### config.mk
export PLATFORM = sky130hd
export DESIGN_NAME = rvfi_trace_top
export DESIGN_NICKNAME = d
export VERILOG_FILES = /design/src/rvfi_trace_pkg.sv /design/src/rvc_expander.sv /design/src/rvfi_trace_capture.sv /design/src/rvfi_trace_top.sv /design/src/trace_arbiter.sv /design/src/trace_buffer.sv
export SDC_FILE = /design/constraint.sdc
export NUM_CORES = 2
export LEC_CHECK = 0
export BUFFER_PORTS_ARGS = -buffer_cell sky130_fd_sc_hd__buf_2
export CAP_MARGIN = 20
export CORE_MARGIN = 2
export CORE_UTILIZATION = 50
export DETAILED_ROUTE_END_ITERATION = 12
export PLACE_DENSITY = 0.78
export SLEW_MARGIN = 0
export SYNTH_ARGS = -nofsm -noshare
export SYNTH_HDL_FRONTEND = slang
export SYNTH_SLANG_ARGS = --single-unit
### constraint.sdc
create_clock -name clk_i -period 29.7 [get_ports clk_i]
set_input_delay 2.97 -clock clk_i [delete_from_list [all_inputs] [get_ports clk_i]]
set_output_delay 2.97 -clock clk_i [all_outputs]
set_load 0.03 [all_outputs]
### src/rvfi_trace_pkg.sv
/*
  RVFI trace package
  Shared types for the two-hart retirement trace unit. Holds the RVFI
  retirement port, the trace record, the register id, the memory and
  immediate classifications and the base opcodes.
*/
package rvfi_trace_pkg;

  // Register id, top bit marks a floating-point register
  typedef logic [5:0] reg_id_t;

  typedef enum logic [1:0] {
    MEM_NONE  = 2'd0,
    MEM_READ  = 2'd1,
    MEM_WRITE = 2'd2
  } mem_kind_e;

  typedef enum logic [2:0] {
    IMM_NONE = 3'd0,
    IMM_I    = 3'd1,
    IMM_S    = 3'd2,
    IMM_B    = 3'd3,
    IMM_U    = 3'd4,
    IMM_J    = 3'd5
  } imm_fmt_e;

  // Major opcodes, insn[6:0]
  localparam logic [6:0] OPC_LOAD   = 7'b0000011;
  localparam logic [6:0] OPC_STORE  = 7'b0100011;
  localparam logic [6:0] OPC_BRANCH = 7'b1100011;
  localparam logic [6:0] OPC_JAL    = 7'b1101111;
  localparam logic [6:0] OPC_JALR   = 7'b1100111;
  localparam logic [6:0] OPC_OP_IMM = 7'b0010011;
  localparam logic [6:0] OPC_OP     = 7'b0110011;
  localparam logic [6:0] OPC_LUI    = 7'b0110111;
  localparam logic [6:0] OPC_AUIPC  = 7'b0010111;

  // One retirement as presented by a hart
  typedef struct packed {
    logic        valid;
    logic [31:0] insn;
    logic [31:0] pc;
    logic [4:0]  rd_addr;
    logic [31:0] rd_wdata;
    logic        frd_wvalid;
    logic [4:0]  frd_addr;
    logic [4:0]  rs1_addr;
    logic [4:0]  rs2_addr;
    logic [31:0] rs1_rdata;
    logic [31:0] rs2_rdata;
    logic        frs1_rvalid;
    logic        frs2_rvalid;
    logic [4:0]  frs1_addr;
    logic [4:0]  frs2_addr;
    logic [31:0] frs1_rdata;
    logic [31:0] frs2_rdata;
    logic [31:0] mem_addr;
    logic [3:0]  mem_rmask;
    logic [3:0]  mem_wmask;
    logic [31:0] mem_rdata;
    logic [31:0] mem_wdata;
  } rvfi_t;

  // One trace record towards the sink
  typedef struct packed {
    logic        hart;
    logic        dropped;
    logic [31:0] cycle;
    logic [31:0] pc;
    logic [31:0] insn;
    logic        compressed;
    reg_id_t     rd;
    reg_id_t     rs1;
    reg_id_t     rs2;
    logic [31:0] rd_wdata;
    logic [31:0] rs1_value;
    logic [31:0] rs2_value;
    logic [31:0] imm;
    mem_kind_e   mem_kind;
    logic [31:0] mem_addr;
    logic [31:0] mem_data;
  } trace_rec_t;

endpackage

### src/rvc_expander.sv
/*
  RV32C expander
  Turns the supported compressed instructions into their 32-bit
  equivalents. Full-width instructions pass through, any other
  compressed encoding becomes the all-zero illegal word.
*/
`timescale 1ns/100ps

module rvc_expander
  import rvfi_trace_pkg::*;
(
  input  logic [31:0] instr_i,
  output logic [31:0] instr_o,
  output logic        is_compressed_o
);

  logic [15:0] c;
  logic [4:0]  rd_full;
  logic [4:0]  rs2_full;
  logic [4:0]  rd_prime;
  logic [4:0]  rs1_prime;

  assign c         = instr_i[15:0];
  assign rd_full   = c[11:7];
  assign rs2_full  = c[6:2];
  // Compressed registers x8..x15
  assign rd_prime  = {2'b01, c[4:2]};
  assign rs1_prime = {2'b01, c[9:7]};

  assign is_compressed_o = (instr_i[1:0] != 2'b11);

  always_comb begin
    instr_o = '0;
    if (instr_i[1:0] == 2'b11) begin
      instr_o = instr_i;
    end else begin
      unique case ({c[1:0], c[15:13]})
        // C.LW
        {2'b00, 3'b010}: begin
          instr_o = {5'b0, c[5], c[12:10], c[6], 2'b00, rs1_prime, 3'b010,
                     rd_prime, OPC_LOAD};
        end
        // C.SW, rs2' sits where rd' would be
        {2'b00, 3'b110}: begin
          instr_o = {5'b0, c[5], c[12], rd_prime, rs1_prime, 3'b010,
                     c[11:10], c[6], 2'b00, OPC_STORE};
        end
        // C.ADDI
        {2'b01, 3'b000}: begin
          instr_o = {{6{c[12]}}, c[12], c[6:2], rd_full, 3'b000, rd_full, OPC_OP_IMM};
        end
        // C.LI
        {2'b01, 3'b010}: begin
          instr_o = {{6{c[12]}}, c[12], c[6:2], 5'b0, 3'b000, rd_full, OPC_OP_IMM};
        end
        {2'b01, 3'b011}: begin
          // rd of x2 is C.ADDI16SP, not in the subset
          if (rd_full != 5'd2) begin
            instr_o = {{14{c[12]}}, c[12], c[6:2], rd_full, OPC_LUI};
          end
        end
        // C.J as jal x0
        {2'b01, 3'b101}: begin
          instr_o = {c[12], c[8], c[10:9], c[6], c[7], c[2], c[11], c[5:3],
                     c[12], {8{c[12]}}, 5'b0, OPC_JAL};
        end
        // C.BEQZ as beq rs1', x0
        {2'b01, 3'b110}: begin
          instr_o = {c[12], {3{c[12]}}, c[6:5], c[2], 5'b0, rs1_prime, 3'b000,
                     c[11:10], c[4:3], c[12], OPC_BRANCH};
        end
        {2'b10, 3'b100}: begin
          // A zero rs2 encodes the jump and ebreak forms
          if (rs2_full != 5'd0) begin
            if (c[12] == 1'b0) begin
              // C.MV as add rd, x0, rs2
              instr_o = {7'b0, rs2_full, 5'b0, 3'b000, rd_full, OPC_OP};
            end else begin
              // C.ADD as add rd, rd, rs2
              instr_o = {7'b0, rs2_full, rd_full, 3'b000, rd_full, OPC_OP};
            end
          end
        end
        default: begin
          instr_o = '0;
        end
      endcase
    end
  end

endmodule

### src/rvfi_trace_capture.sv
/*
  Per-hart retirement capture
  Stamps each retirement with the cycle count, expands compressed code,
  picks operand registers, decodes the immediate and classifies the memory
  access. Records wait in a two-entry queue, overflow sets a drop flag.
*/
`timescale 1ns/100ps

module rvfi_trace_capture
  import rvfi_trace_pkg::*;
#(
  parameter int FPU = 0
) (
  input  logic       clk_i,
  input  logic       rst_ni,
  input  rvfi_t      rvfi_i,
  input  logic       gnt_i,
  output logic       req_o,
  output trace_rec_t rec_o
);

  logic [31:0] cycle_q;
  logic [31:0] insn_exp;
  logic        insn_compressed;
  imm_fmt_e    imm_fmt;
  logic [31:0] imm;
  trace_rec_t  rec_new;

  trace_rec_t  queue_q [2];
  logic [1:0]  count_q;
  logic        drop_q;
  logic        push;
  logic        pop;
  logic        wr_slot;

  always_ff @(posedge clk_i, negedge rst_ni) begin
    if (!rst_ni) begin
      cycle_q <= '0;
    end else begin
      cycle_q <= cycle_q + 32'd1;
    end
  end

  rvc_expander rvc_expander_i (
    .instr_i         (rvfi_i.insn),
    .instr_o         (insn_exp),
    .is_compressed_o (insn_compressed)
  );

  // Immediate format follows the expanded opcode
  always_comb begin
    unique case (insn_exp[6:0])
      OPC_LOAD, OPC_OP_IMM, OPC_JALR: imm_fmt = IMM_I;
      OPC_STORE:                      imm_fmt = IMM_S;
      OPC_BRANCH:                     imm_fmt = IMM_B;
      OPC_LUI, OPC_AUIPC:             imm_fmt = IMM_U;
      OPC_JAL:                        imm_fmt = IMM_J;
      default:                        imm_fmt = IMM_NONE;
    endcase
  end

  always_comb begin
    unique case (imm_fmt)
      IMM_I:   imm = {{20{insn_exp[31]}}, insn_exp[31:20]};
      IMM_S:   imm = {{20{insn_exp[31]}}, insn_exp[31:25], insn_exp[11:7]};
      IMM_B:   imm = {{19{insn_exp[31]}}, insn_exp[31], insn_exp[7],
                      insn_exp[30:25], insn_exp[11:8], 1'b0};
      IMM_U:   imm = {insn_exp[31:12], 12'b0};
      IMM_J:   imm = {{11{insn_exp[31]}}, insn_exp[31], insn_exp[19:12],
                      insn_exp[20], insn_exp[30:21], 1'b0};
      default: imm = '0;
    endcase
  end

  always_comb begin
    rec_new            = '0;
    rec_new.dropped    = drop_q;
    rec_new.cycle      = cycle_q;
    rec_new.pc         = rvfi_i.pc;
    rec_new.insn       = insn_exp;
    rec_new.compressed = insn_compressed;
    rec_new.rd_wdata   = rvfi_i.rd_wdata;
    rec_new.imm        = imm;
    rec_new.mem_addr   = rvfi_i.mem_addr;

    // FP operands only exist with an FPU
    if (FPU != 0 && rvfi_i.frs1_rvalid) begin
      rec_new.rs1       = {1'b1, rvfi_i.frs1_addr};
      rec_new.rs1_value = rvfi_i.frs1_rdata;
    end else begin
      rec_new.rs1       = {1'b0, rvfi_i.rs1_addr};
      rec_new.rs1_value = rvfi_i.rs1_rdata;
    end
    if (FPU != 0 && rvfi_i.frs2_rvalid) begin
      rec_new.rs2       = {1'b1, rvfi_i.frs2_addr};
      rec_new.rs2_value = rvfi_i.frs2_rdata;
    end else begin
      rec_new.rs2       = {1'b0, rvfi_i.rs2_addr};
      rec_new.rs2_value = rvfi_i.rs2_rdata;
    end
    if (FPU != 0 && rvfi_i.frd_wvalid) begin
      rec_new.rd = {1'b1, rvfi_i.frd_addr};
    end else begin
      rec_new.rd = {1'b0, rvfi_i.rd_addr};
    end

    // A store wins over a load when both masks are set
    if (|rvfi_i.mem_wmask) begin
      rec_new.mem_kind = MEM_WRITE;
      rec_new.mem_data = rvfi_i.mem_wdata;
    end else if (|rvfi_i.mem_rmask) begin
      rec_new.mem_kind = MEM_READ;
      rec_new.mem_data = rvfi_i.mem_rdata;
    end else begin
      rec_new.mem_kind = MEM_NONE;
      rec_new.mem_data = '0;
    end
  end

  // Full queue still accepts when the head leaves this cycle
  assign pop  = gnt_i;
  assign push = rvfi_i.valid && (count_q != 2'd2 || pop);

  // Slot behind the surviving entries
  assign wr_slot = pop ? (count_q == 2'd2) : (count_q == 2'd1);

  always_ff @(posedge clk_i, negedge rst_ni) begin
    if (!rst_ni) begin
      count_q <= '0;
      drop_q  <= 1'b0;
    end else begin
      unique case ({push, pop})
        2'b10:   count_q <= count_q + 2'd1;
        2'b01:   count_q <= count_q - 2'd1;
        default: count_q <= count_q;
      endcase
      if (push) begin
        drop_q <= 1'b0;
      end else if (rvfi_i.valid) begin
        drop_q <= 1'b1;
      end
    end
  end

  always_ff @(posedge clk_i) begin
    if (pop) begin
      queue_q[0] <= queue_q[1];
    end
    if (push) begin
      queue_q[wr_slot] <= rec_new;
    end
  end

  assign req_o = (count_q != 2'd0);
  assign rec_o = queue_q[0];

  // Never more than the two entries the queue holds
  assert property (@(posedge clk_i) disable iff (!rst_ni) count_q <= 2'd2);

  // The arbiter may only take a head that exists
  assert property (@(posedge clk_i) disable iff (!rst_ni) gnt_i |-> req_o);

endmodule

### src/rvfi_trace_top.sv
/*
  Two-hart retirement trace unit
  One capture unit per hart, a round-robin arbiter and a shared
  credit-controlled buffer towards the trace sink.
*/
`timescale 1ns/100ps

module rvfi_trace_top
  import rvfi_trace_pkg::*;
#(
  parameter int FPU          = 0,
  parameter int DEPTH        = 8,
  parameter int SINK_CREDITS = 4
) (
  input  logic       clk_i,
  input  logic       rst_ni,
  input  rvfi_t      rvfi0_i,
  input  rvfi_t      rvfi1_i,
  input  logic       credit_i,
  output logic       trace_valid_o,
  output trace_rec_t trace_rec_o
);

  localparam int NUM_PORTS = 2;

  logic [NUM_PORTS-1:0] cap_req;
  logic [NUM_PORTS-1:0] cap_gnt;
  trace_rec_t           cap_rec [NUM_PORTS];
  logic                 buf_push;
  logic                 buf_ready;
  trace_rec_t           buf_rec;

  rvfi_trace_capture #(
    .FPU (FPU)
  ) rvfi_trace_capture0_i (
    .clk_i  (clk_i),
    .rst_ni (rst_ni),
    .rvfi_i (rvfi0_i),
    .gnt_i  (cap_gnt[0]),
    .req_o  (cap_req[0]),
    .rec_o  (cap_rec[0])
  );

  rvfi_trace_capture #(
    .FPU (FPU)
  ) rvfi_trace_capture1_i (
    .clk_i  (clk_i),
    .rst_ni (rst_ni),
    .rvfi_i (rvfi1_i),
    .gnt_i  (cap_gnt[1]),
    .req_o  (cap_req[1]),
    .rec_o  (cap_rec[1])
  );

  trace_arbiter #(
    .NUM_PORTS (NUM_PORTS)
  ) trace_arbiter_i (
    .clk_i   (clk_i),
    .rst_ni  (rst_ni),
    .req_i   (cap_req),
    .rec_i   (cap_rec),
    .ready_i (buf_ready),
    .gnt_o   (cap_gnt),
    .push_o  (buf_push),
    .rec_o   (buf_rec)
  );

  trace_buffer #(
    .DEPTH        (DEPTH),
    .SINK_CREDITS (SINK_CREDITS)
  ) trace_buffer_i (
    .clk_i         (clk_i),
    .rst_ni        (rst_ni),
    .push_i        (buf_push),
    .rec_i         (buf_rec),
    .ready_o       (buf_ready),
    .credit_i      (credit_i),
    .trace_valid_o (trace_valid_o),
    .trace_rec_o   (trace_rec_o)
  );

endmodule

### src/trace_arbiter.sv
/*
  Round-robin trace arbiter
  Grants one capture queue per cycle into the shared buffer while it has
  room, rotating priority after every grant, and tags the hart index.
*/
`timescale 1ns/100ps

module trace_arbiter
  import rvfi_trace_pkg::*;
#(
  parameter int NUM_PORTS = 2
) (
  input  logic                 clk_i,
  input  logic                 rst_ni,
  input  logic [NUM_PORTS-1:0] req_i,
  input  trace_rec_t           rec_i [NUM_PORTS],
  input  logic                 ready_i,
  output logic [NUM_PORTS-1:0] gnt_o,
  output logic                 push_o,
  output trace_rec_t           rec_o
);

  localparam int IDX_W = (NUM_PORTS > 1) ? $clog2(NUM_PORTS) : 1;

  logic [IDX_W-1:0] prio_q;
  logic [IDX_W-1:0] sel;

  // Search starts at the port holding priority
  always_comb begin
    int unsigned idx;
    logic        found;
    gnt_o = '0;
    sel   = prio_q;
    found = 1'b0;
    for (int unsigned i = 0; i < NUM_PORTS; i++) begin
      idx = (prio_q + i) % NUM_PORTS;
      if (ready_i && req_i[idx] && !found) begin
        gnt_o[idx] = 1'b1;
        sel        = IDX_W'(idx);
        found      = 1'b1;
      end
    end
  end

  assign push_o = |gnt_o;

  always_comb begin
    rec_o      = rec_i[sel];
    rec_o.hart = sel[0];
  end

  // Winner drops to lowest priority
  always_ff @(posedge clk_i, negedge rst_ni) begin
    if (!rst_ni) begin
      prio_q <= '0;
    end else if (push_o) begin
      if (sel == IDX_W'(NUM_PORTS - 1)) begin
        prio_q <= '0;
      end else begin
        prio_q <= sel + 1'b1;
      end
    end
  end

  assert property (@(posedge clk_i) disable iff (!rst_ni) $onehot0(gnt_o));

endmodule

### src/trace_buffer.sv
/*
  Shared trace buffer
  Circular record FIFO in front of the trace sink. A record leaves only
  while the sink has credit, each record costs one credit and the sink
  hands credits back one pulse at a time.
*/
`timescale 1ns/100ps

module trace_buffer
  import rvfi_trace_pkg::*;
#(
  parameter int DEPTH        = 8,
  parameter int SINK_CREDITS = 4
) (
  input  logic       clk_i,
  input  logic       rst_ni,
  input  logic       push_i,
  input  trace_rec_t rec_i,
  output logic       ready_o,
  input  logic       credit_i,
  output logic       trace_valid_o,
  output trace_rec_t trace_rec_o
);

  localparam int PTR_W = (DEPTH > 1) ? $clog2(DEPTH) : 1;
  localparam int CNT_W = $clog2(DEPTH + 1);
  localparam int CRD_W = $clog2(SINK_CREDITS + 1);

  trace_rec_t       mem_q [DEPTH];
  logic [PTR_W-1:0] wr_ptr_q;
  logic [PTR_W-1:0] rd_ptr_q;
  logic [CNT_W-1:0] count_q;
  logic [CRD_W-1:0] credit_q;
  logic             send;

  assign ready_o = (count_q != CNT_W'(DEPTH));
  assign send    = (count_q != '0) && (credit_q != '0);

  assign trace_valid_o = send;
  assign trace_rec_o   = mem_q[rd_ptr_q];

  always_ff @(posedge clk_i) begin
    if (push_i) begin
      mem_q[wr_ptr_q] <= rec_i;
    end
  end

  always_ff @(posedge clk_i, negedge rst_ni) begin
    if (!rst_ni) begin
      wr_ptr_q <= '0;
      rd_ptr_q <= '0;
      count_q  <= '0;
    end else begin
      if (push_i) begin
        wr_ptr_q <= (wr_ptr_q == PTR_W'(DEPTH - 1)) ? '0 : wr_ptr_q + 1'b1;
      end
      if (send) begin
        rd_ptr_q <= (rd_ptr_q == PTR_W'(DEPTH - 1)) ? '0 : rd_ptr_q + 1'b1;
      end
      unique case ({push_i, send})
        2'b10:   count_q <= count_q + 1'b1;
        2'b01:   count_q <= count_q - 1'b1;
        default: count_q <= count_q;
      endcase
    end
  end

  // Credit spent and returned in one cycle cancels out
  always_ff @(posedge clk_i, negedge rst_ni) begin
    if (!rst_ni) begin
      credit_q <= CRD_W'(SINK_CREDITS);
    end else begin
      unique case ({send, credit_i})
        2'b10:   credit_q <= credit_q - 1'b1;
        2'b01:   credit_q <= credit_q + 1'b1;
        default: credit_q <= credit_q;
      endcase
    end
  end

  // Sink never returns more than it was given
  assert property (@(posedge clk_i) disable iff (!rst_ni)
    credit_q <= CRD_W'(SINK_CREDITS));

  // Without a returned credit an exhausted sink sees nothing next cycle
  assert property (@(posedge clk_i) disable iff (!rst_ni)
    (credit_q == '0 && !credit_i) |=> !trace_valid_o);

  // The arbiter must respect ready, nothing here checks fullness
  assert property (@(posedge clk_i) disable iff (!rst_ni) push_i |-> ready_o);

endmodule
==> metrics.md <==
| Metric | Value |
|---|---|
| Outcome | finished clean |
| Final WL | 373 mm |
| Largest net degree at the start of global routing | 164 |
| IO Count | 1039 |
| Die area | 0.299 mm2 |
| CP arrival | 8000 ps |
| Syn-to-layout area delta | 14.3% |
| Starting density of the core | 50.2% |
| Distinct cells, synth | 86 |
| YS warnings | 0 |
| Fin crit period | 10970 ps |
| Postcts setup bufs | 0 |
| Power Dens Cells | 136 mW/mm2 |
| Cell area after layout | 0.169 mm2 |
| Max_slew headroom | 13.5% |
| Commonest non-fill, non-tap cell in the layout | edfxtp_1 |
| Reg clk slew, reported paths | 60 ps |
| Post-Syn Instances | 8577 |
| FF+latch count, synth | 3776 |
| CP max-delay cell | dfrtp_4 |
| Max Transition Viols Final | 0 |
| Prevailing post-synth register cell | edfxtp_1 |
| Vias in the first global route | 82757 |
| Final antenna-violating net count | 0 |
| H-tree level count | 5 |
| Cell mode on critical path | buf_4 |
| Post-cts repair resize count | 0 |
| Maxcap violations | 0 |
| Nets | 10264 |
| Fin util | 57.4% |
| Hold Buf Count CTS | 0 |
| Drt drc | 0 |
| Clock buffer depth | 4 |
| Crit end category | output port |
| Commonest cells after routing, fill and taps aside | edfxtp_1, nand2_1, buf_2, mux4_2, clkbuf_16 |
| Mean routed wirelength per cell | 27.0 um |
| Unrepaired setup endpoints after global routing | no |
| Worst slew pin tran | 1300 ps |
| CTS tree | yes |
| Initial DRC Count | 10188 |
| Clk sinks | 3776 |
| Fillers | 20937 |
| 1st-pass router iterations | 6 |
| Tot Pwr | 22.9 mW |
| Final setup margin | 18730 ps |
| Vias per inst | 5.93 |
| Num CTS Buffers | 374 |
| Area of the mapped netlist | 0.147 mm2 |
| Max frequency | 91.2 MHz |
| IO Port Bufs | 871 |
| Leak | 61.0 nW |
| CP Cell Sequence | buf_12, buf_4, buf_4, buf_4, buf_4, buf_4, buf_12, mux4_2, mux2_2, buf_2 |
| TNS Setup | 0 ps |
| Area after DPL | 0.156 mm2 |
| Routability cong. | 0.881 |
| Die height | 547 um |
| Clock skew | 61.6 ps |
| Maximum vdd ir drop | 0.148 mV |
| Setup violations, final | 0 |
| Worst-path fanout max | 101 |
| Crit share post-route | 36.9% |
| Worst-Skew Late Latency | 940 ps |
| Detailed Place HPWL | 221 mm |
| DP Worst Slack | 19340 ps |
| Core area | 0.294 mm2 |
| Total global-route track usage | 24.4% |
| Initial antenna violation count | 57 |
| Critical Path Source Type | register |
| Synth Area per Inst | 17.2 um2 |
| Fraction of registers with async set/reset | 2.22% |
| Critical path's largest stage delay | 890 ps |
| CTS root buffer | clkbuf_16 |
| Crit path kind | register to output port |
| HP Class | register to register |
| Layout cells sized above 1 | 25.6% |
| First-pass GRT wire length | 543 mm |
| DIE WIDTH | 547 um |
| Gr ovfl total | 0 |
| EDFF count, synth | 3692 |
| Num rows | 199 |
| Final Hold Viols | 0 |
| Register area share after synthesis | 76.6% |
| Vias | 81783 |
| Critical Path RT | 26730 ps |
[sequential cells by signal, indices dropped and copies added (netlist names)]
| signal | count |
|---|---|
| rvfi_trace_capture0_i.count_q | 2 |
| rvfi_trace_capture0_i.cycle_q | 32 |
| rvfi_trace_capture0_i.drop_q | 1 |
| rvfi_trace_capture0_i.queue_q | 614 |
| rvfi_trace_capture1_i.count_q | 2 |
| rvfi_trace_capture1_i.cycle_q | 32 |
| rvfi_trace_capture1_i.drop_q | 1 |
| rvfi_trace_capture1_i.queue_q | 614 |
| trace_arbiter_i.prio_q | 1 |
| trace_buffer_i.count_q | 4 |
| trace_buffer_i.credit_q | 3 |
| trace_buffer_i.mem_q | 2464 |
| trace_buffer_i.rd_ptr_q | 3 |
| trace_buffer_i.wr_ptr_q | 3 |
[through the flow]
step	std cells	hold WS [ps]
after CTS	13753	458
after floorplan	8579	425
after global routing	13791	468
after global placement	13061	436
final	13796	457
after detailed placement	13061	444
[report_power, final]
group | leakage, nW | switching (mW) | total, mW | internal (mW)
Clock | 5.84 | 2.03 | 4.64 | 2.61
Sequential | 36.0 | 0.543 | 9.92 | 9.37
Combinational | 19.2 | 5.99 | 8.35 | 2.36
Total | 61.0 | 8.56 | 22.9 | 14.3
[worst max-delay path, delay by kind of cell (launching register included)]
family                 cells  cell delay [ps]
buffers and inverters      8             4870
flip-flops                 1              890
multiplexers               2              850
[Yosys cell counts (19+ instances only)]
library cell,n,area [um2]
edfxtp_1,3692,111000
o21ai_0,90,450
a22o_1,72,631
mux4_2,616,13900
mux2_2,332,3740
xnor2_1,52,455
nor3_1,20,100
nand2_1,2608,9790
nand3_1,43,215
xor2_1,20,175
inv_1,64,240
buf_1,92,345
clkbuf_1,331,1240
and3_1,19,119
a21oi_1,29,145
dfrtp_1,83,2080
nor2_1,87,327
[layout make-up]
class                   instances  area, um2  share of cell area [%]
flip-flops and latches       3776     113000                    67.0
clock inverters               218       2180                    1.29
inverters                      66        255                   0.151
well taps                    3919       4900                    2.91
multi-input cells            4299      32700                    19.4
diodes                         42        105                  0.0624
repair buffers               1002       5520                    3.28
clock buffers                 474       9880                    5.86
[worst paths after layout]
check	from	end	slack [ps]	cells after the start
setup / recovery	trace_buffer_i.rd_ptr_q[0]$_DFFE_PN0P_	trace_rec_o[169]	18730	10
hold / removal	rvfi_trace_capture0_i.drop_q$_DFFE_PN0P_	rvfi_trace_capture0_i.queue_q[1][309]$_DFFE_PP_	460	0
setup reg to reg	trace_buffer_i.count_q[0]$_DFFE_PN0P_	rvfi_trace_capture0_i.queue_q[1][152]$_DFFE_PP_	24240	8
hold reg to reg	rvfi_trace_capture0_i.drop_q$_DFFE_PN0P_	rvfi_trace_capture0_i.queue_q[1][309]$_DFFE_PP_	460	0
max in group asynchronous	rst_ni	rvfi_trace_capture0_i.cycle_q[30]$_DFF_PN0_	26660	2
min in group asynchronous	rst_ni	rvfi_trace_capture1_i.cycle_q[16]$_DFF_PN0_	2010	1
[cells by family (layout without fill, tap and decap cells)]
family                     count (synthesis)  count (layout)  share of synthesized area, %
and+or+nand+nor                         2891            2891                          7.71
AOI/OAI and AO/OA                        361             361                          1.79
adders and majority gates                 18              18                         0.163
other                                      1              45                       0.00254
xor gates and xnor gates                  72              72                         0.428
buffers and inverters                    504            1760                          1.31
DFF                                     3776            3776                          76.6
muxes                                    954             954                          12.0
[metal layers]
| metal | vias to the layer above | GRT usage (%) | share of wire [%] |
|---|---|---|---|
| met5 | - | 0 | 0.037 |
| met4 | 20 | 10.4 | 4.8 |
| met3 | 777 | 4.60 | 9.4 |
| met2 | 4566 | 39.4 | 48 |
| met1 | 42053 | 32.7 | 37 |
| li1 | 34367 | - | - |
No activity file was read; power rests on OpenSTA's default activity.
